File: src/verilog/mem_pkg.sv
package mem_pkg;

    // datapath widths
    localparam int DATA_WIDTH      = 32;
    localparam int ADDR_WIDTH      = 12;
    localparam int RD_WIDTH        = 5;
    localparam int CTRL_WIDTH      = 4;
    localparam int F3_WIDTH        = 3;
    localparam int WB_SEL_WIDTH    = 2;
    localparam int STRB_WIDTH      = DATA_WIDTH / 8;

    // byte address splits into word index and two lane bits
    localparam int WORD_ADDR_WIDTH = ADDR_WIDTH - 2;
    localparam int RAM_DEPTH       = 1 << WORD_ADDR_WIDTH;

    // control nibble holds read, write and writeback select
    localparam int CF_READ  = 3;
    localparam int CF_WRITE = 2;

    localparam logic [WB_SEL_WIDTH-1:0] WB_NONE = 2'd0;
    localparam logic [WB_SEL_WIDTH-1:0] WB_ALU  = 2'd1;
    localparam logic [WB_SEL_WIDTH-1:0] WB_MEM  = 2'd2;

    // load/store width encodings
    localparam logic [F3_WIDTH-1:0] F3_B  = 3'd0;
    localparam logic [F3_WIDTH-1:0] F3_H  = 3'd1;
    localparam logic [F3_WIDTH-1:0] F3_W  = 3'd2;
    localparam logic [F3_WIDTH-1:0] F3_BU = 3'd4;
    localparam logic [F3_WIDTH-1:0] F3_HU = 3'd5;

    // item handed over by execute, 76 bits
    typedef struct packed {
        logic [DATA_WIDTH-1:0] alu_result;
        logic [DATA_WIDTH-1:0] store_data;
        logic [CTRL_WIDTH-1:0] ctrl;
        logic [RD_WIDTH-1:0]   rd;
        logic [F3_WIDTH-1:0]   func3;
    } ex_item_t;

    // memory stage keeps the same layout
    typedef ex_item_t mem_item_t;

    typedef struct packed {
        logic [ADDR_WIDTH-1:0] addr;
        logic [DATA_WIDTH-1:0] wdata;
        logic [STRB_WIDTH-1:0] wstrb;
        logic                  we;
    } ram_req_t;

    typedef struct packed {
        logic [RD_WIDTH-1:0]   rd;
        logic                  wb_en;
        logic [DATA_WIDTH-1:0] data;
    } wb_item_t;

endpackage
File: src/verilog/ex_mem_stage.sv
module ex_mem_stage (
    input  logic               clk,
    input  logic               rst_n,
    input  logic               flush_i,
    input  logic               hold_i,
    input  mem_pkg::ex_item_t  ex_item_i,
    input  logic               ex_valid_i,
    input  logic               ex_ready_go_i,
    output logic               allow_in_o,
    input  logic               ram_addr_ok_i,
    output logic               ram_req_o,
    output mem_pkg::ram_req_t  ram_req_o_item,
    input  logic               allow_in_wb_i,
    output logic               mem_valid_o,
    output logic               mem_ready_go_o,
    output mem_pkg::mem_item_t mem_item_o
);

    mem_pkg::mem_item_t item_q;
    logic               valid_q;
    logic               pipe_valid;
    logic               mem_read;
    logic               mem_write;
    logic               req_type;
    logic [mem_pkg::STRB_WIDTH-1:0] wstrb;
    logic [mem_pkg::DATA_WIDTH-1:0] wdata;

    // incoming item survives only without flush
    assign pipe_valid = ex_valid_i & ex_ready_go_i & ~flush_i;

    // access type only counts with a live item
    assign mem_read  = item_q.ctrl[mem_pkg::CF_READ] & valid_q;
    assign mem_write = item_q.ctrl[mem_pkg::CF_WRITE] & valid_q;
    assign req_type  = mem_read | mem_write;

    // no request while writeback is full, so load data is never dropped
    assign ram_req_o = allow_in_wb_i & ~hold_i & req_type;

    assign mem_ready_go_o = ((ram_req_o & ram_addr_ok_i) | ~req_type) & ~hold_i;
    assign allow_in_o     = ~valid_q | (mem_ready_go_o & allow_in_wb_i);
    assign mem_valid_o    = valid_q;

    always_ff @(posedge clk or negedge rst_n)
    begin
        if (!rst_n)
        begin
            valid_q <= 1'b0;
        end
        else if (allow_in_o)
        begin
            valid_q <= pipe_valid;
        end
    end

    always_ff @(posedge clk)
    begin
        if (pipe_valid & allow_in_o)
        begin
            item_q <= ex_item_i;
        end
    end

    store_align store_align_inst (
        .addr_lo_i    (item_q.alu_result[1:0]),
        .func3_i      (item_q.func3),
        .store_data_i (item_q.store_data),
        .wstrb_o      (wstrb),
        .wdata_o      (wdata)
    );

    // address is the low part of the ALU result
    assign ram_req_o_item.addr  = item_q.alu_result[mem_pkg::ADDR_WIDTH-1:0];
    assign ram_req_o_item.wdata = wdata;
    assign ram_req_o_item.wstrb = wstrb;
    assign ram_req_o_item.we    = mem_write;

    assign mem_item_o = item_q;

endmodule

File: src/verilog/store_align.sv
module store_align (
    input  logic [1:0]                      addr_lo_i,
    input  logic [mem_pkg::F3_WIDTH-1:0]    func3_i,
    input  logic [mem_pkg::DATA_WIDTH-1:0]  store_data_i,
    output logic [mem_pkg::STRB_WIDTH-1:0]  wstrb_o,
    output logic [mem_pkg::DATA_WIDTH-1:0]  wdata_o
);

    // replicate the low part across all lanes, strobes pick the lane
    always_comb
    begin
        case (func3_i)
            mem_pkg::F3_B:
            begin
                wdata_o = {4{store_data_i[7:0]}};
                wstrb_o = 4'b0001 << addr_lo_i;
            end
            mem_pkg::F3_H:
            begin
                wdata_o = {2{store_data_i[15:0]}};
                // only bit 1 matters, halves are aligned
                if (addr_lo_i[1])
                begin
                    wstrb_o = 4'b1100;
                end
                else
                begin
                    wstrb_o = 4'b0011;
                end
            end
            default:
            begin
                // word store
                wdata_o = store_data_i;
                wstrb_o = 4'b1111;
            end
        endcase
    end

endmodule

File: config.mk
export PLATFORM = sky130hd
export DESIGN_NAME = ex_mem_stage
export DESIGN_NICKNAME = d
export VERILOG_FILES = /design/src/verilog/mem_pkg.sv /design/src/verilog/ex_mem_stage.sv /design/src/verilog/store_align.sv
export SDC_FILE = /design/constraint.sdc
export NUM_CORES = 1
export LEC_CHECK = 0
export BUFFER_PORTS_ARGS = -buffer_cell sky130_fd_sc_hd__buf_2
export CAP_MARGIN = 0
export CORE_ASPECT_RATIO = 1.4
export CORE_UTILIZATION = 44
export DETAILED_ROUTE_END_ITERATION = 6
export PLACE_DENSITY = 0.85
export REMOVE_ABC_BUFFERS = 1
export SETUP_SLACK_MARGIN = 0.15
export SYNTH_ARGS = -nofsm -noshare
export SYNTH_HDL_FRONTEND = slang
export SYNTH_SLANG_ARGS = --single-unit
File: constraint.sdc
create_clock -name clk -period 11.8 [get_ports clk]
set_input_delay 0.59 -clock clk [delete_from_list [all_inputs] [get_ports clk]]
set_output_delay 0.59 -clock clk [all_outputs]
set_load 0.02 [all_outputs]
* Word level (Yosys, flattened, before mapping)
Index checks and enable logic that the tools add are counted.
Operators by class: reduce and logical (&&, ||, !) cells 1, bitwise logic cells 17, shifts and indexed selects 1, eq/ne operators 1, mux-type cells 3
Operators with widths (number):
- case mux 32 bit (2 select lines) | 1
- bitwise AND 1 bit | 10
- case mux 4 bit (2 select lines) | 1
- 2-to-1 mux 4 bit | 1
- NOT 1 bit | 4
- left shift 1 x 2 -> 4 bit (first input constant) | 1
- == test 3 x 1 -> 1 bit (second input constant) | 1
- logical NOT 3 bit | 1
- bitwise OR 1 bit | 3
Word-level totals: input port bits 84, logic and storage cells 29, output and inout port bits 129, bits in registers 77

* Logic depth before layout (Yosys ltp)
word-level depth 9, mapped depth 4, depth with buffers taken out 2

* Cells and area by module
From an unflattened synthesis, not the netlist that was laid out.
Second synthesis, totals: cell total of the unflattened synthesis 166, area, all modules 3006.6 um^2
By module, submodules not included:
- ex_mem_stage | area an instance 2492.4 um^2, cells each 103, sequential area each 2307.2 um^2, times used 1
- store_align | area an instance 514.2 um^2, cells each 63, sequential area each 0.0 um^2, times used 1

* Least setup slack after synthesis
No wires, ideal clock.
kind register to register, from reg item_q (netlist bit mem_item_o[11]), to reg item_q (netlist bit mem_item_o[0]), enable pin, period minus slack after synthesis 7.135 ns, data arrival time 6.502 ns, library setup time 0.633 ns, data required time 11.167 ns, path slack 4.665 ns, buffers on the path 0, cell stages (with the launch flop) 3, cell sequence edfxtp_1 -> or2_2 -> a221oi_1
On the way: word-level cells in the longest chain between the ends 9, elaborated cells between the ends (all ways) 10, classes of those cells bitwise (10)
Ends and longest elaborated chain:
- from (decl) | RTL line ex_mem_stage.sv:19 | mem_pkg::mem_item_t item_q;
- from (signal assigned) | RTL line ex_mem_stage.sv:59 | item_q <= ex_item_i;
- bitwise AND 1 bit (*) | RTL line ex_mem_stage.sv:32 | assign mem_read = item_q.ctrl[mem_pkg::CF_READ] & valid_q;
- bitwise OR 1 bit (*) | RTL line ex_mem_stage.sv:34 | assign req_type = mem_read | mem_write;
- bitwise AND 1 bit | RTL line ex_mem_stage.sv:37 | assign ram_req_o = allow_in_wb_i & ~hold_i & req_type;
- bitwise AND 1 bit | RTL line ex_mem_stage.sv:39 | assign mem_ready_go_o = ((ram_req_o & ram_addr_ok_i) | ~req_type) & ~hold_i;
- bitwise OR 1 bit (*) | RTL line ex_mem_stage.sv:39
- bitwise AND 1 bit (*) | RTL line ex_mem_stage.sv:39
- bitwise AND 1 bit (*) | RTL line ex_mem_stage.sv:40 | assign allow_in_o = ~valid_q | (mem_ready_go_o & allow_in_wb_i);
- bitwise OR 1 bit (*) | RTL line ex_mem_stage.sv:40
- bitwise AND 1 bit (*) | RTL line ex_mem_stage.sv:57 | if (pipe_valid & allow_in_o)
Every way passes the cells marked *; elsewhere a longest branch is shown, timed or not. A chain may end at the register's enable or synchronous reset.

==> key figures <==
Run status
  • Status: finished clean

Synthesis
  • Most frequent cells after synthesis: edfxtp_1, buf_4, o21ai_0
  • Fraction of registers with async set/reset: 1.30%
  • Synthesized netlist cell count: 166
  • Ys flop type: edfxtp_1
  • Top cell type's share of synthesized area: about three quarters
  • Synth Cell Area: between 0.003 and 0.004 mm2
  • Top-count cell post-synth: edfxtp_1
  • Cell taking the most area after synthesis: edfxtp_1
  • Register area share after synthesis: approximately three quarters
  • Mean Syn Cell Area: ~18 um2
  • Number of synthesized register bits: 77
  • Post-synth EDFFs: 76
  • Yosys cell types: 25
  • Synth area leaders: edfxtp_1, buf_4, mux2_2, o21ai_0, mux2i_1
  • Yosys warns: 0

Detailed routing
  • Vias/cell: ~4.7
  • Antenna-violating nets left: 0
  • Via Count: between 2k and 2.5k
  • Post-route DRC: 0
  • Drt pass-1 iters: 4
  • Routed WL per cell: 15.3 um
  • WL final: 7040 um
  • DRT iter0 DRCs: 124

Finish
  • Area grow syn2layout: 41.2%
  • Nets: 450
  • Sequential cell area: ~0.0023 mm2
  • Fraction of layout instances using a drive strength above 1: between 60% and 70%
  • Area of the multi-input gates: 508 um2
  • Ant. Diodes: 0
  • Fin area: 0.00425 mm2
  • Filler cells: just under 500

Setup path
  • Crit path DAT: between 2000 and 2500 ps
  • Crit Path Max Fanout: 12
  • Crit path kind: register to output port
  • Kind of end point of the critical path: output port
  • Startpoint Class: register
  • Critical Path RT: about 11,000 ps

Global route
  • Initial antenna violation count: 1
  • Met1 usage: 19.1%
  • Overall Global Routing Usage: between 15 and 20%
  • Grt peak-use layer: met2
  • GR Util met3: about 5.2%
  • Vias in the first global route: about 2.1k
  • First-pass GRT wire length: 10,100 um
  • Largest net degree at the start of global routing: 43
  • M2 GR Usage: a little over a third
  • Grt ovf: 0

Timing
  • Max Slew Vio Count: 0
  • Final hold vios: 0
  • Worst-Margin Slew: a little over 700 ps
  • Setup_tns: 0 ps
  • Fmax: 364 MHz
  • RSZ-0062 raised after global routing: no
  • Slew margin rel.: 53.1%
  • Final Skew: about 7.3 ps
  • Minimum clock period: around 2700 ps
  • Tcrit/Tclk final: between 20% and 30%
  • WHS: roughly 430 ps
  • # setup viols final: 0

Clocking
  • H-tree depth: 3
  • Clock Pin Slew Worst Setup and Hold Paths: ~80 ps
  • CTS tree: done
  • Clock Sinks: 77
  • Root Driver: clkbuf_8
  • Skew-Pair Late Insertion Delay: around 330 ps
  • Clock Path Buffers: 2
  • CTS buffer count: 9
  • Cells resized by post-CTS repair: 0

Floorplan
  • IO Pins: 213
  • Initial Util: a little under half
  • Die W: a little over 70 um
  • FP Rows: 35
  • Die height: ~100 um
  • Die Area: slightly above 0.007 mm2
  • Core footprint: 0.00661 mm2

Power and ir drop
  • Static Leak: between 0.0015 and 0.002 uW
  • Peak supply drop: between 0.1 and 0.15 mV
  • Pwr/cell area: around 140 mW/mm2

Placement
  • RD Place Congestion: roughly 0.73
  • Dpl cell area: 0.00401 mm2
  • I/O Buffers: approximately 210
  • Post-DP HPWL: between 5000 and 6000 um

Worst hold path
  • Worst Hold Class: input pin to register

Run
  • Max-cap violations: 0
[worst max-delay path, cell delays in order (launching register included)]
cell and delay (ps):
edfxtp_1 670, nor3_4 610, mux2_2 400, buf_2 160
[cells in the final DEF (no fill, tap or decap)]
| master | n |
|---|---|
| a221oi_4 | 1 |
| mux2_2 | 14 |
| and2_1 | 1 |
| o21ai_0 | 21 |
| inv_1 | 1 |
| nand2_1 | 1 |
| dlygate4sd3_1 | 1 |
| clkbuf_8 | 9 |
| dfrtp_1 | 1 |
| nand2b_1 | 1 |
| and3b_1 | 1 |
| buf_4 | 2 |
| bufinv_16 | 3 |
| edfxtp_1 | 76 |
| a221o_1 | 1 |
| clkinvlp_4 | 1 |
| nor2_1 | 3 |
| mux2i_1 | 8 |
| or2_2 | 1 |
| a31oi_1 | 1 |
| or2_1 | 1 |
| clkinv_1 | 1 |
| nor2b_1 | 2 |
| nor3_4 | 1 |
| a22oi_1 | 1 |
| nand3b_1 | 1 |
| buf_2 | 212 |
| mux2_4 | 2 |
[kinds of logic (layout without fill, tap and decap cells)]
family / count (synthesis) / in the layout / share of synthesized area [%]
AND/OR/NAND/NOR: 13 / 13 / 2.83
AO/OA/AOI/OAI: 25 / 25 / 4.58
flip-flops: 77 / 77 / 76.7
multiplexers: 24 / 24 / 8.91
buffers and inverters: 27 / 230 / 6.95
[where the power goes]
| group | internal, uW | total, uW | leakage, uW | switching [uW] |
|---|---|---|---|---|
| sequential | 308 | 313 | 0.000699 | 4.73 |
| combinational | 21.4 | 50.0 | 0.00104 | 28.5 |
| clock | 137 | 223 | 0.000109 | 85.8 |
[per-stage QoR]
| stage | utilization (%) | std cells | setup slack (ps) | power (uW) |
|---|---|---|---|---|
| detailed placement | 60.6 | 446 | 9410 | 369 |
| floorplan | - | 140 | 4670 | 343 |
| finish | 64.2 | 461 | 9050 | 586 |
| global route | 64.2 | 461 | 8940 | 608 |
| global placement | 60.6 | 446 | 9410 | 367 |
| CTS | 64.2 | 461 | 9000 | 595 |
[state kept, by name (all words and copies together), names as in the netlist]
register     flops
mem_item_o      76
mem_valid_o      1
[area by class of cell]
| type | instances | share of cell area, % |
|---|---|---|
| tap | 92 | 2.71 |
| clock buffer | 9 | 2.92 |
| clock inverter | 5 | 2.39 |
| timing repair buffer | 215 | 25.6 |
| inverter | 1 | 0.0884 |
| sequential | 77 | 54.3 |
| multi-input combinational | 62 | 12.0 |
[what timing repair did]
action                    CTS  global route
hold endpoints to repair    1             0
buffers inserted            0             0
hold buffers                1             0
[per-layer routing]
| metal | vias to the layer above | wire length (um) |
|---|---|---|
| met1 | 1026 | 2480 |
| met4 | 2 | 104 |
| met5 | - | 16 |
| li1 | 1011 | - |
| met3 | 11 | 576 |
| met2 | 137 | 3860 |
[path summary, 6_finish.rpt]
| check | startpoint | cells past startpoint | to | slack [ps] |
|---|---|---|---|---|
| setup / recovery | mem_item_o[0] | 3 | ram_req_o_item[16] | 9050 |
| min in group asynchronous | rst_n | 2 | mem_valid_o | 580 |
| max in group asynchronous | rst_n | 2 | mem_valid_o | 11140 |
| setup reg to reg | mem_item_o[11] | 3 | mem_item_o[16] | 9890 |
| hold / removal | ex_item_i[13] | 1 | mem_item_o[13] | 430 |
| hold reg to reg | mem_valid_o | 1 | mem_valid_o | 730 |
Note: power is estimated with default switching activity, not from simulation.
