`src/verilog/mem_pkg.sv`:
```
package mem_pkg;

    // datapath widths
    localparam int DATA_WIDTH      = 32;
    localparam int ADDR_WIDTH      = 12;
    localparam int RD_WIDTH        = 5;
    localparam int CTRL_WIDTH      = 4;
    localparam int F3_WIDTH        = 3;
    localparam int WB_SEL_WIDTH    = 2;
    localparam int STRB_WIDTH      = DATA_WIDTH / 8;

    // byte address splits into word index and two lane bits
    localparam int WORD_ADDR_WIDTH = ADDR_WIDTH - 2;
    localparam int RAM_DEPTH       = 1 << WORD_ADDR_WIDTH;

    // control nibble holds read, write and writeback select
    localparam int CF_READ  = 3;
    localparam int CF_WRITE = 2;

    localparam logic [WB_SEL_WIDTH-1:0] WB_NONE = 2'd0;
    localparam logic [WB_SEL_WIDTH-1:0] WB_ALU  = 2'd1;
    localparam logic [WB_SEL_WIDTH-1:0] WB_MEM  = 2'd2;

    // load/store width encodings
    localparam logic [F3_WIDTH-1:0] F3_B  = 3'd0;
    localparam logic [F3_WIDTH-1:0] F3_H  = 3'd1;
    localparam logic [F3_WIDTH-1:0] F3_W  = 3'd2;
    localparam logic [F3_WIDTH-1:0] F3_BU = 3'd4;
    localparam logic [F3_WIDTH-1:0] F3_HU = 3'd5;

    // item handed over by execute, 76 bits
    typedef struct packed {
        logic [DATA_WIDTH-1:0] alu_result;
        logic [DATA_WIDTH-1:0] store_data;
        logic [CTRL_WIDTH-1:0] ctrl;
        logic [RD_WIDTH-1:0]   rd;
        logic [F3_WIDTH-1:0]   func3;
    } ex_item_t;

    // memory stage keeps the same layout
    typedef ex_item_t mem_item_t;

    typedef struct packed {
        logic [ADDR_WIDTH-1:0] addr;
        logic [DATA_WIDTH-1:0] wdata;
        logic [STRB_WIDTH-1:0] wstrb;
        logic                  we;
    } ram_req_t;

    typedef struct packed {
        logic [RD_WIDTH-1:0]   rd;
        logic                  wb_en;
        logic [DATA_WIDTH-1:0] data;
    } wb_item_t;

endpackage
```
`src/verilog/mem_wb_stage.sv`:
```
module mem_wb_stage (
    input  logic                            clk,
    input  logic                            rst_n,
    input  logic                            mem_valid_i,
    input  logic                            mem_ready_go_i,
    input  mem_pkg::mem_item_t              mem_item_i,
    input  logic [mem_pkg::DATA_WIDTH-1:0]  ram_rdata_i,
    output logic                            allow_in_o,
    input  logic                            retire_ready_i,
    output logic                            wb_valid_o,
    output mem_pkg::wb_item_t               wb_item_o
);

    logic                              valid_q;
    logic                              take;
    logic [mem_pkg::RD_WIDTH-1:0]      rd_q;
    logic [mem_pkg::WB_SEL_WIDTH-1:0]  wb_sel_q;
    logic [mem_pkg::F3_WIDTH-1:0]      func3_q;
    logic [1:0]                        addr_lo_q;
    logic [mem_pkg::DATA_WIDTH-1:0]    alu_result_q;
    logic [7:0]                        load_byte;
    logic [15:0]                       load_half;
    logic [mem_pkg::DATA_WIDTH-1:0]    load_data;

    // empty or retiring this cycle
    assign allow_in_o = ~valid_q | retire_ready_i;
    assign take       = mem_valid_i & mem_ready_go_i & allow_in_o;

    always_ff @(posedge clk or negedge rst_n)
    begin
        if (!rst_n)
        begin
            valid_q <= 1'b0;
        end
        else if (allow_in_o)
        begin
            valid_q <= mem_valid_i & mem_ready_go_i;
        end
    end

    // store data is not needed past the RAM
    always_ff @(posedge clk)
    begin
        if (take)
        begin
            rd_q         <= mem_item_i.rd;
            wb_sel_q     <= mem_item_i.ctrl[mem_pkg::WB_SEL_WIDTH-1:0];
            func3_q      <= mem_item_i.func3;
            addr_lo_q    <= mem_item_i.alu_result[1:0];
            alu_result_q <= mem_item_i.alu_result;
        end
    end

    // rdata is held by the RAM while this item waits
    assign load_byte = ram_rdata_i[8*addr_lo_q +: 8];
    assign load_half = ram_rdata_i[16*addr_lo_q[1] +: 16];

    always_comb
    begin
        case (func3_q)
            mem_pkg::F3_B:
            begin
                load_data = {{24{load_byte[7]}}, load_byte};
            end
            mem_pkg::F3_H:
            begin
                load_data = {{16{load_half[15]}}, load_half};
            end
            mem_pkg::F3_BU:
            begin
                load_data = {24'd0, load_byte};
            end
            mem_pkg::F3_HU:
            begin
                load_data = {16'd0, load_half};
            end
            default:
            begin
                load_data = ram_rdata_i;
            end
        endcase
    end

    assign wb_valid_o      = valid_q;
    assign wb_item_o.rd    = rd_q;
    assign wb_item_o.wb_en = (wb_sel_q != mem_pkg::WB_NONE);
    // anything other than a load writes the ALU result
    assign wb_item_o.data  = (wb_sel_q == mem_pkg::WB_MEM) ? load_data : alu_result_q;

endmodule

```
`config.mk`:
```
export PLATFORM = sky130hd
export DESIGN_NAME = mem_wb_stage
export DESIGN_NICKNAME = d
export VERILOG_FILES = /design/src/verilog/mem_pkg.sv /design/src/verilog/mem_wb_stage.sv
export SDC_FILE = /design/constraint.sdc
export NUM_CORES = 1
export LEC_CHECK = 0
export BUFFER_PORTS_ARGS = -buffer_cell sky130_fd_sc_hd__buf_2
export CAP_MARGIN = 30
export CORE_AREA = 2 2 79 81
export CTS_CLUSTER_DIAMETER = 120
export DETAILED_ROUTE_END_ITERATION = 16
export DIE_AREA = 0 0 81 83
export MAX_ROUTING_LAYER = met4
export PLACE_DENSITY_LB_ADDON = 0.12
export REMOVE_ABC_BUFFERS = 1
export SETUP_SLACK_MARGIN = 0.2
export SLEW_MARGIN = 25
export SYNTH_ARGS = -nofsm -noshare
export SYNTH_HDL_FRONTEND = slang
export SYNTH_SLANG_ARGS = --single-unit
```
`constraint.sdc`:
```
create_clock -name clk -period 3.7 [get_ports clk]
set_input_delay 0 -clock clk [delete_from_list [all_inputs] [get_ports clk]]
set_output_delay 0 -clock clk [all_outputs]
set_load 0.01 [all_outputs]
```
* Word level (Yosys, flattened, before mapping)
Index checks and enable logic that the tools add are counted.
** Word-level totals
- Register bits after elaboration :: 45
- Input port bits :: 113
- Output and inout bits :: 40
- Logic and storage cells :: 20
** Cells by class
- Equality and inequality tests :: 4
- Shift-type cells :: 2
- Mux-type cells :: 2
- Bitwise gates (word level) :: 4
- Reduce and logical (&&, ||, !) cells :: 2
** Operator list (count)
- one-hot mux 32 bit (4 select lines) :: 1
- 2-to-1 mux 32 bit :: 1
- indexed part select 32 x 6 -> 16 bit :: 1
- indexed part select 32 x 6 -> 8 bit :: 1
- equality test 3 bit (second input constant) :: 2
- equality test 3 x 1 -> 1 bit (second input constant) :: 1
- zero test 3 bit :: 1
- AND 1 bit :: 2
- equality test 2 bit (second input constant) :: 1
- nonzero test 2 bit :: 1
- inverter 1 bit :: 1
- bitwise OR 1 bit :: 1

* Depth between registers and ports, before layout
Gate-level depths: netlist of the first run.
- Depth after elaboration :: 3
- Gate-level depth with buffers :: 6

* Worst setup path before layout of the first run
No wires, ideal clock.
- Path type :: register to register
- Start point :: register valid_q, in the netlist wb_valid_o
- End point :: register addr_lo_q[0], enable pin
- Data arrival time :: 2.480 ns
- Setup slack :: 0.774 ns
- Stages on the path, launching flop included :: 3
- Buffers on the path :: 0
- Clock period less this slack :: 2.926 ns
- Cells stage by stage :: dfrtp_1 nand2b_1 nor2b_1
** Between the ends
- Cells in the longest elaborated chain, start to end :: 3
** RTL lines
- start, declared :: line mem_wb_stage.sv:14 : logic valid_q;
- start signal, assigned :: line mem_wb_stage.sv:37 : valid_q <= mem_valid_i & mem_ready_go_i;
- inverter 1 bit :: line mem_wb_stage.sv:26 : assign allow_in_o = ~valid_q | retire_ready_i;
- bitwise OR 1 bit :: line mem_wb_stage.sv:26
- via allow_in_o :: line mem_wb_stage.sv:8 : output logic allow_in_o,
- AND 1 bit :: line mem_wb_stage.sv:27 : assign take = mem_valid_i & mem_ready_go_i & allow_in_o;
- via take :: line mem_wb_stage.sv:15 : logic take;
- end signal, assigned :: line mem_wb_stage.sv:49 : addr_lo_q <= mem_item_i.alu_result[1:0];
- end, declared :: line mem_wb_stage.sv:19 : logic [1:0] addr_lo_q;
The timed path passes the listed nets, and every way through them passes these cells.
A chain may end at the register's enable or synchronous reset.

==> flow_summary.ini, run 1 <==
[sta]
timing_hold_violations_final = 0
final.setup_skew_ns = 0.00672
timing_max_transition_violations_final = 0
tightest_slew_ns = 0.922
finalWorstPathRequiredPeriod_ns = 2.66
fmax_mhz = 377
setup-violations-final = 0
setup_tns_ns = 0
fin_ws_ns = 1.04
rsz0062_at_grt = false
period_share_pct = 71.8
slew_headroom_pct = 38.3

[routing]
routed_wl_mm = 7.06
drt-pass1-iter-count = 4
antenna_violating_nets_post_route = 0
detail_route.iter0.violations = 108
post-route-drc-count = 0
routed-via-count = 2375
wl_per_cell_um = 15.3
drt-vias-per-instance = 5.13

[floorplanning]
placement_rows = 28
core_mm2 = 0.00582
start_util_pct = 42.1
horizontal_die_dimension_um = 81
floorplan.die_area_mm2 = 0.00672
die_h_um = 83
ios = 153

[power]
power.clock.fraction_pct = 28.2
internal_power_w = 0.000856
power.density_cell_area_mw_per_mm2 = 309
switching_power_w = 0.000281
worst_ir_drop_vdd_mv = 0.243
leakagePower_nw = 1.53
pwr-share-comb_pct = 21.5
power.switching_fraction_pct = 24.8
pwr-share-seq_pct = 50.2

[setup_path]
critPathTopFamily = simple AND/OR/NAND/NOR gates
worstReg2RegStart = wb_valid_o
critPathLaunchType = flip-flop
rr_worst_depth = 3
setup.worst_path.start = alu_result_q[1]
crit_slowest_cell = sky130_fd_sc_hd__edfxtp_1
timing.critical_path.buf_inv = 1
r2r_setup_slk_ns = 2.11
critical_path_required_ns = 3.70
critical_path_peak_fanout = 18
worst_setup_path_end_kind = output port
path_depth = 5
critical_path.endpoint = wb_item_o[19]
r2r_end = rd_q[1]
worstPathCellList = mux2i_1, nor2b_1, nor3_4, a211oi_1, buf_2
crit_path_max_incr_delay_ns = 0.84
crit_type = reg2out
cp_data_arrival_time_ns = 2.66

[grt]
maximum_number_of_pins_on_one_net_before_global_route_repair = 31
grt_first_pass_wirelength_mm = 11.2
first_global_vias = 2364
grt_usage_pct = 22.0
antenna_found_initial = 0
remaining_global_route_overflow = 0

[logic_synthesis]
postSynthAreaPerCell_um2 = 10.7
synth_area_mm2 = 0.00245
yosys.area.top_type = sky130_fd_sc_hd__edfxtp_1
ys_ff_latch = 43
mapped_cells = 229
synth.area.top_cells = sky130_fd_sc_hd__edfxtp_1 (52%), sky130_fd_sc_hd__a211oi_2 (5.1%), sky130_fd_sc_hd__nand2_1 (4.6%)
yosysWarningCount = 0
yosysTopAreaCellShare_pct = 51.6
synth.lib_cells_used.distinct = 36
seq_area_frac_synth_pct = 52.6

[placed_design]
preCtsSetupSlack_ns = 1.37
dpl.hpwl_mm = 4.91
io_port_bufs = 118
routabilityCongestion = 0.831

[cells_and_area]
area_growth_pct = 50.3
layout_common_cells = sky130_fd_sc_hd__buf_2 (118), sky130_fd_sc_hd__dlygate4sd3_1 (47), sky130_fd_sc_hd__edfxtp_1 (42), sky130_fd_sc_hd__nand2_1 (30), sky130_fd_sc_hd__nor2_1 (22)
layout_commonest_cell = sky130_fd_sc_hd__buf_2
post_route_cells_drive_above_1_share_pct = 39.2
antennaDiodeCount = 0
finish.net_count = 500

[clock_network]
cts_buffers = 5
h-tree-depth = 2
clock_insertion_delay_worst_skew_ns = 0.28
clk_root_buffer_cell = sky130_fd_sc_hd__clkbuf_8
maximum_count_of_clock_buffers_along_a_single_path = 2
cts.sinks = 43
cts_tree = done
cts.repair.resized = 0
clk_pin_slew_ns = 0.08
postCtsSetupBuffers = 0

[hold_path]
hold_crit_class = in2reg

[outcome]
outcome = completed

[run]
max_cap_violations = 0
==> flip-flops by register name, indices dropped and copies added, names as in the netlist <==
| signal | count |
|---|---|
| alu_result_q | 31 |
| rd_q | 5 |
| func3_q | 3 |
| wb_sel_q | 2 |
| addr_lo_q | 1 |
| wb_valid_o | 1 |
==> final cells by class <==
type,instances,area [um^2]
fill,511,2140
timing repair buffer,170,1120
tap,75,93.8
sequential,43,1290
multi-input combinational,165,1070
clock buffer,8,100
inverter,2,7.51
==> worst min path at each step <==
stage	start	to	slack [ns]	cells after the start
6_report	mem_valid_i	alu_result_q[16]	0.26	3
5_1_grt	mem_valid_i	alu_result_q[16]	0.27	3
4_1_cts	mem_valid_i	alu_result_q[16]	0.26	3
3_5_place_dp	rst_n	wb_valid_o	-0.22	1
3_3_place_gp	rst_n	wb_valid_o	-0.22	1
2_1_floorplan	rst_n	wb_valid_o	-0.30	0
==> power by group through the flow <==
stage / clock network [W] / logic [W] / registers [W]
5_1_grt: 0.000358 / 0.000268 / 0.000574
4_1_cts: 0.000335 / 0.000244 / 0.000571
6_report: 0.000321 / 0.000245 / 0.000571
3_3_place_gp: 0 / 0.000199 / 0.000583
3_5_place_dp: 0 / 0.000205 / 0.000582
2_1_floorplan: 0 / 0.0000978 / 0.000585
==> Yosys cell counts (all sizes together) <==
library cell	count
a221oi	7
o211ai	1
a31oi	1
or2	8
clkbuf	9
a21o	2
dfrtp	1
nand2	30
a2111oi	1
edfxtp	42
nand3	5
o21ai	10
a32o	5
a21oi	21
a311oi	7
o22ai	2
buf	10
mux2i	10
and3	1
nor2b	5
nor3	2
o31ai	1
nand2b	6
a211oi	16
o21a	1
nor4	1
nor2	22
inv	2
==> repair_timing <==
item	in CTS	in global routing
hold buffers	47	0
setup endpoints to repair	0	0
endpoints found under the hold margin	44	0
==> routing by layer <==
metal  global-route usage, %  share of wire, %  vias up
met5                       -                 0        -
met3                    4.46               6.4        8
met1                    27.0                42     1090
li1                        -                 -     1184
met2                    37.0                51       93
met4                    5.39               1.0        0
==> cells by family (layout without fill, tap and decap cells) <==
logic type      count (synthesis)  count (layout)  synth area share (%)
flops                          43              43                  52.6
compound gates                 75              75                  23.3
simple gates                   80              80                  16.0
buf+inv                        21             180                  4.09
mux                            10              10                  4.09
==> worst min-delay path, stage by stage <==
cell	delay [ns]
sky130_fd_sc_hd__buf_2	0.10
sky130_fd_sc_hd__nand2_1	0.12
sky130_fd_sc_hd__nor2b_4	0.14
==> per-stage QoR <==
stage / hold slack, ns / power, W / instances / util [%] / instance area, um^2
after floorplan: -0.296 / 0.000683 / 210 / - / 2350
after global placement: -0.224 / 0.000782 / 407 / 52.9 / 3080
after detailed placement: -0.224 / 0.000788 / 408 / 53.4 / 3110
after CTS: 0.263 / 0.00115 / 463 / 63.2 / 3680
after global routing: 0.270 / 0.00120 / 463 / 63.2 / 3680
final: 0.263 / 0.00114 / 463 / 63.2 / 3680
No activity file was read; power rests on OpenSTA's default activity.
==> inputs of run 2 (changes only) <==
--- a/config.mk
+++ b/config.mk
@@ -7,10 +7,10 @@
 export LEC_CHECK = 0
 export BUFFER_PORTS_ARGS = -buffer_cell sky130_fd_sc_hd__buf_2
 export CAP_MARGIN = 30
-export CORE_AREA = 2 2 79 81
+export CORE_AREA = 2 2 83 85
 export CTS_CLUSTER_DIAMETER = 120
 export DETAILED_ROUTE_END_ITERATION = 16
-export DIE_AREA = 0 0 81 83
+export DIE_AREA = 0 0 85 87
 export MAX_ROUTING_LAYER = met4
 export PLACE_DENSITY_LB_ADDON = 0.12
 export REMOVE_ABC_BUFFERS = 1
==> constraint.sdc (replaced) <==
create_clock -name clk -period 2.19 [get_ports clk]
set_input_delay 0 -clock clk [delete_from_list [all_inputs] [get_ports clk]]
set_output_delay 0 -clock clk [all_outputs]
set_load 0.01 [all_outputs]
==> flow_summary.ini, run 2 (same netlist as run 1, synthesis figures left out) <==
[floorplanning]
floorplan.die_area_mm2 = 0.00740
start_util_pct = 37.2
placement_rows = 30
die_h_um = 87
core_mm2 = 0.00657
ios = 153
horizontal_die_dimension_um = 85

[power]
report.power.total_w = 0.00219
worst_ir_drop_vdd_mv = 0.354
power.density_cell_area_mw_per_mm2 = 538
leakagePower_nw = 1.69

[clock_network]
clk_pin_slew_ns = 0.08
cts_buffers = 5
cts.sinks = 43
maximum_count_of_clock_buffers_along_a_single_path = 2
cts_tree = done
clk_root_buffer_cell = sky130_fd_sc_hd__clkbuf_8
clock_insertion_delay_worst_skew_ns = 0.30
h-tree-depth = 2

[setup_path]
critPathLaunchType = flip-flop
critical_path_required_ns = 2.19
worst_setup_path_end_kind = output port
crit_type = reg2out
cp_data_arrival_time_ns = 1.96
critical_path_peak_fanout = 8
rr_worst_depth = 3

[grt]
gr-usage-met1_pct = 26.9
grt.met2_usage_pct = 36.2
grt_first_pass_wirelength_mm = 12.1
grt_usage_pct = 21.5
antenna_found_initial = 0
first_global_vias = 2478
maximum_number_of_pins_on_one_net_before_global_route_repair = 43
remaining_global_route_overflow = 0
grtUsageMet3_pct = 3.22
globalRoute.busiestLayer = met2

[cells_and_area]
multi_input_comb_area_mm2 = 0.00122
antennaDiodeCount = 0
register_name_with_the_most_flops = alu_result_q
layout_commonest_cell = sky130_fd_sc_hd__buf_2
area_growth_pct = 66.1
max_reg_flops = 31
final-seq-area_mm2 = 0.00129
layout_common_cells = sky130_fd_sc_hd__buf_2 (118), sky130_fd_sc_hd__dlygate4sd3_1 (47), sky130_fd_sc_hd__edfxtp_1 (42), sky130_fd_sc_hd__nand2_1 (29), sky130_fd_sc_hd__nor2_1 (22)
fill_cells = 582
finish.net_count = 522
post_route_cells_drive_above_1_share_pct = 49.0
top_regs = alu_result_q: 31 flops, rd_q: 5 flops, func3_q: 3 flops

[sta]
setup_tns_ns = 0
fin_ws_ns = 0.225
slew_headroom_pct = 71.2
rsz0062_at_grt = true
finalWorstPathRequiredPeriod_ns = 1.96
setup-violations-final = 0
final.setup_skew_ns = 0.00618
tightest_slew_ns = 0.432
timing_hold_violations_final = 0
fmax_mhz = 509
period_share_pct = 89.7
timing_max_transition_violations_final = 0

[hold_path]
hold_crit_class = in2out
worst_hold_path.num_cells = 3

[placed_design]
io_port_bufs = 118
preCtsSetupSlack_ns = 0.100
dpl.hpwl_mm = 5.26
routabilityCongestion = 0.773

[routing]
antenna_violating_nets_post_route = 0
routed-via-count = 2520
detail_route.iter0.violations = 85
drt-vias-per-instance = 5.14
drt-pass1-iter-count = 4
post-route-drc-count = 0
wl_per_cell_um = 16.0
routed_wl_mm = 7.86

[run]
max_cap_violations = 0

[outcome]
outcome = completed
run 2: cell types whose count changed in the layout (fill, tap and decap cells not counted), sizes merged:
cell      change
bufinv        +2
clkinvlp      +1
clkbuf        -3
buf          +22
run 2: per-stage QoR:
stage | std cells | util [%] | cell area [um^2] | hold WS [ns]
floorplan | 210 | - | 2350 | -0.296
global placement | 422 | 48.3 | 3170 | -0.224
detailed placement | 422 | 48.3 | 3170 | -0.224
CTS | 485 | 59.2 | 3890 | 0.334
global route | 490 | 61.9 | 4060 | 0.352
finish | 490 | 61.9 | 4060 | 0.335
run 2: per-layer routing:
| metal | vias to the layer above | share of wire [%] |
|---|---|---|
| met3 | 11 | 4.7 |
| met2 | 76 | 51 |
| li1 | 1230 | - |
| met4 | 0 | 1.6 |
| met5 | - | 0 |
| met1 | 1203 | 42 |
run 2: what timing repair did:
action	CTS	global route
setup buffers	8	5
endpoints found under the hold margin	44	0
endpoints found under the setup margin	30	30
hold buffers	47	0
resized for setup	9	31
pin swaps	3	17
cloned	0	0
run 2: final cells by class:
type,count,share of cell area (%)
clock inverter,3,1.66
inverter,2,0.185
timing repair buffer,192,32.2
tap,80,2.46
sequential,43,31.7
multi-input combinational,165,30.1
clock buffer,5,1.69
run 2: path summary, 6_finish.rpt:
| path | start | slack, ns | end |
|---|---|---|---|
| max in group asynchronous | rst_n | 1.53 | wb_valid_o |
| min in group asynchronous | rst_n | 0.56 | wb_valid_o |
| min reg2reg | wb_valid_o | 0.96 | alu_result_q[6] |
| max reg2reg | wb_valid_o | 0.94 | wb_valid_o |
| min | retire_ready_i | 0.34 | allow_in_o |
| max | alu_result_q[1] | 0.23 | wb_item_o[17] |
run 2: critical path, stage by stage, from the launching register on:
cell	delay, ns
sky130_fd_sc_hd__edfxtp_1	0.46
sky130_fd_sc_hd__buf_6	0.16
sky130_fd_sc_hd__or2_4	0.23
sky130_fd_sc_hd__o22ai_4	0.21
sky130_fd_sc_hd__nor3_4	0.06
sky130_fd_sc_hd__buf_6	0.15
sky130_fd_sc_hd__a211oi_2	0.22
sky130_fd_sc_hd__buf_2	0.16
run 2: power by group:
group | switching (W) | internal (W) | leakage [nW]
sequential | 0.0000141 | 0.000945 | 0.403
combinational | 0.000234 | 0.000250 | 1.23
clock | 0.000287 | 0.000455 | 0.0644
total | 0.000536 | 0.00165 | 1.69
==> inputs of run 3 (changes only) <==
--- a/config.mk
+++ b/config.mk
@@ -5,6 +5,7 @@
 export SDC_FILE = /design/constraint.sdc
 export NUM_CORES = 1
 export LEC_CHECK = 0
+export ABC_CLOCK_PERIOD_IN_PS = 2190
 export BUFFER_PORTS_ARGS = -buffer_cell sky130_fd_sc_hd__buf_2
 export CAP_MARGIN = 30
 export CORE_AREA = 2 2 83 85
@@ -13,6 +14,7 @@
 export DIE_AREA = 0 0 85 87
 export MAX_ROUTING_LAYER = met4
 export PLACE_DENSITY_LB_ADDON = 0.12
+export RECOVER_POWER = 100
 export REMOVE_ABC_BUFFERS = 1
 export SETUP_SLACK_MARGIN = 0.2
 export SLEW_MARGIN = 25
==> flow_summary.ini, run 3 (same netlist as run 1, synthesis figures left out) <==
[outcome]
outcome = completed

[routing]
drt-pass1-iter-count = 4
routed-via-count = 2518
drt-vias-per-instance = 5.14
wl_per_cell_um = 16.0
detail_route.iter0.violations = 129
routed_wl_mm = 7.83
antenna_violating_nets_post_route = 0
post-route-drc-count = 0

[sta]
fmax_mhz = 499
slew_headroom_pct = 27.7
tightest_slew_ns = 1.09
period_share_pct = 91.5
finalWorstPathRequiredPeriod_ns = 2.00
timing_hold_violations_final = 0
final.setup_skew_ns = 0.00546
timing_max_transition_violations_final = 0
setup_tns_ns = 0
setup-violations-final = 0
rsz0062_at_grt = true

[setup_path]
timing.critical_path.buf_inv = 2
critPathTopFamily = simple AND/OR/NAND/NOR gates
worst_setup_path_end_kind = output port
crit_path_max_incr_delay_ns = 0.49
worstPathCellList = clkbuf_2, nand2b_4, nand2_2, or2_2, a32o_2, buf_2
path_depth = 6
critical_path_required_ns = 2.19
rr_worst_depth = 3
critPathLaunchType = flip-flop
crit_slowest_cell = sky130_fd_sc_hd__edfxtp_1
critical_path_peak_fanout = 7
cp_data_arrival_time_ns = 2.00
crit_type = reg2out

[clock_network]
clk_root_buffer_cell = sky130_fd_sc_hd__clkbuf_8
cts.sinks = 43
clk_pin_slew_ns = 0.09
h-tree-depth = 2
clock_insertion_delay_worst_skew_ns = 0.29
cts_buffers = 5
maximum_count_of_clock_buffers_along_a_single_path = 2
cts_tree = done

[cells_and_area]
top_regs = alu_result_q: 31 flops, rd_q: 5 flops, func3_q: 3 flops
finish.net_count = 522
finalNonFillerCells = 490
area_growth_pct = 63.5
fill_cells = 610
max_reg_flops = 31
layout_commonest_cell = sky130_fd_sc_hd__buf_2
multi_input_comb_area_mm2 = 0.00122
layout_common_cells = sky130_fd_sc_hd__buf_2 (89), sky130_fd_sc_hd__dlygate4sd3_1 (47), sky130_fd_sc_hd__edfxtp_1 (42), sky130_fd_sc_hd__nand2_1 (29), sky130_fd_sc_hd__clkbuf_1 (29)
post_route_cells_drive_above_1_share_pct = 41.7
register_name_with_the_most_flops = alu_result_q
antennaDiodeCount = 0
final-seq-area_mm2 = 0.00129
post-route-util_pct = 60.9

[floorplanning]
placement_rows = 30
core_mm2 = 0.00657
start_util_pct = 37.2
ios = 153
floorplan.die_area_mm2 = 0.00740
horizontal_die_dimension_um = 85
die_h_um = 87

[placed_design]
dpl.hpwl_mm = 5.26
io_port_bufs = 118
routabilityCongestion = 0.773
place_inst = 422

[power]
leakagePower_nw = 1.60
power.density_cell_area_mw_per_mm2 = 542
worst_ir_drop_vdd_mv = 0.354

[grt]
grt_first_pass_wirelength_mm = 12.1
first_global_vias = 2478
remaining_global_route_overflow = 0
antenna_found_initial = 0
maximum_number_of_pins_on_one_net_before_global_route_repair = 43
grt_usage_pct = 21.5

[hold_path]
hold_crit_class = in2out
worst_hold_path.num_cells = 3

[run]
max_cap_violations = 0
[run 3: cell types whose count changed in the layout (fill, tap and decap cells not counted)]
cell and change:
sky130_fd_sc_hd__buf_6 -1, sky130_fd_sc_hd__buf_2 -29, sky130_fd_sc_hd__buf_4 -1, sky130_fd_sc_hd__buf_12 -1, sky130_fd_sc_hd__clkbuf_1 +29, sky130_fd_sc_hd__clkbuf_4 +1
sky130_fd_sc_hd__nor2b_1 +1, sky130_fd_sc_hd__clkbuf_2 +2, sky130_fd_sc_hd__nor2b_4 -1
[run 3: routing by layer]
layer	track usage [%]	wire (um)	share of wire (%)	vias to the layer above
li1	-	-	-	1231
met1	26.9	3390	43	1213
met2	36.2	4030	51	68
met3	3.22	317	4.0	6
met4	6.35	90	1.1	0
met5	-	0	0	-
[run 3: stage by stage]
step           hold slack [ns]  cell area (um^2)  setup slack (ns)  total power, W
3_5_place_dp            -0.224              3170             0.100         0.00134
4_1_cts                  0.334              3890             0.137         0.00217
6_report                 0.338              4000             0.187         0.00217
5_1_grt                  0.371              4000            0.0988         0.00227
3_3_place_gp            -0.224              3170             0.141         0.00134
2_1_floorplan           -0.296              2350            -0.736         0.00115
[run 3: final timing paths]
kind	from	end	slack [ns]
worst max-delay path	func3_q[0]	wb_item_o[2]	0.19
worst min-delay path	retire_ready_i	allow_in_o	0.34
worst max register to register	wb_valid_o	alu_result_q[8]	0.36
worst min register to register	wb_valid_o	wb_valid_o	1.11
max in group asynchronous	rst_n	wb_valid_o	1.52
min in group asynchronous	rst_n	wb_valid_o	0.56
[run 3: area by class of cell]
cell class / instances / area share, %
Clock buffer: 5 / 1.72
Clock inverter: 3 / 1.69
Inverter: 2 / 0.188
Multi-Input combinational cell: 165 / 30.4
Sequential cell: 43 / 32.2
Tap cell: 80 / 2.50
Timing Repair Buffer: 192 / 31.3
[run 3: worst reg2reg max path: cells and delay by family (launching register included)]
| kind | cells | cell delay, ns |
|---|---|---|
| flops | 1 | 0.39 |
| simple gates | 2 | 0.23 |
| buf+inv | 1 | 0.83 |
[run 3: power by group]
part           switching (W)  internal (W)
registers          0.0000140      0.000947
clock network       0.000285      0.000455
logic               0.000234      0.000234
total               0.000533       0.00164
[run 3: repair_timing]
item                                   CTS  global route
pin swaps                                3            17
endpoints found under the hold margin   44             0
resized for setup                        9            31
hold buffers                            47             0
buffers inserted                         8             5
setup endpoints to repair               30            30
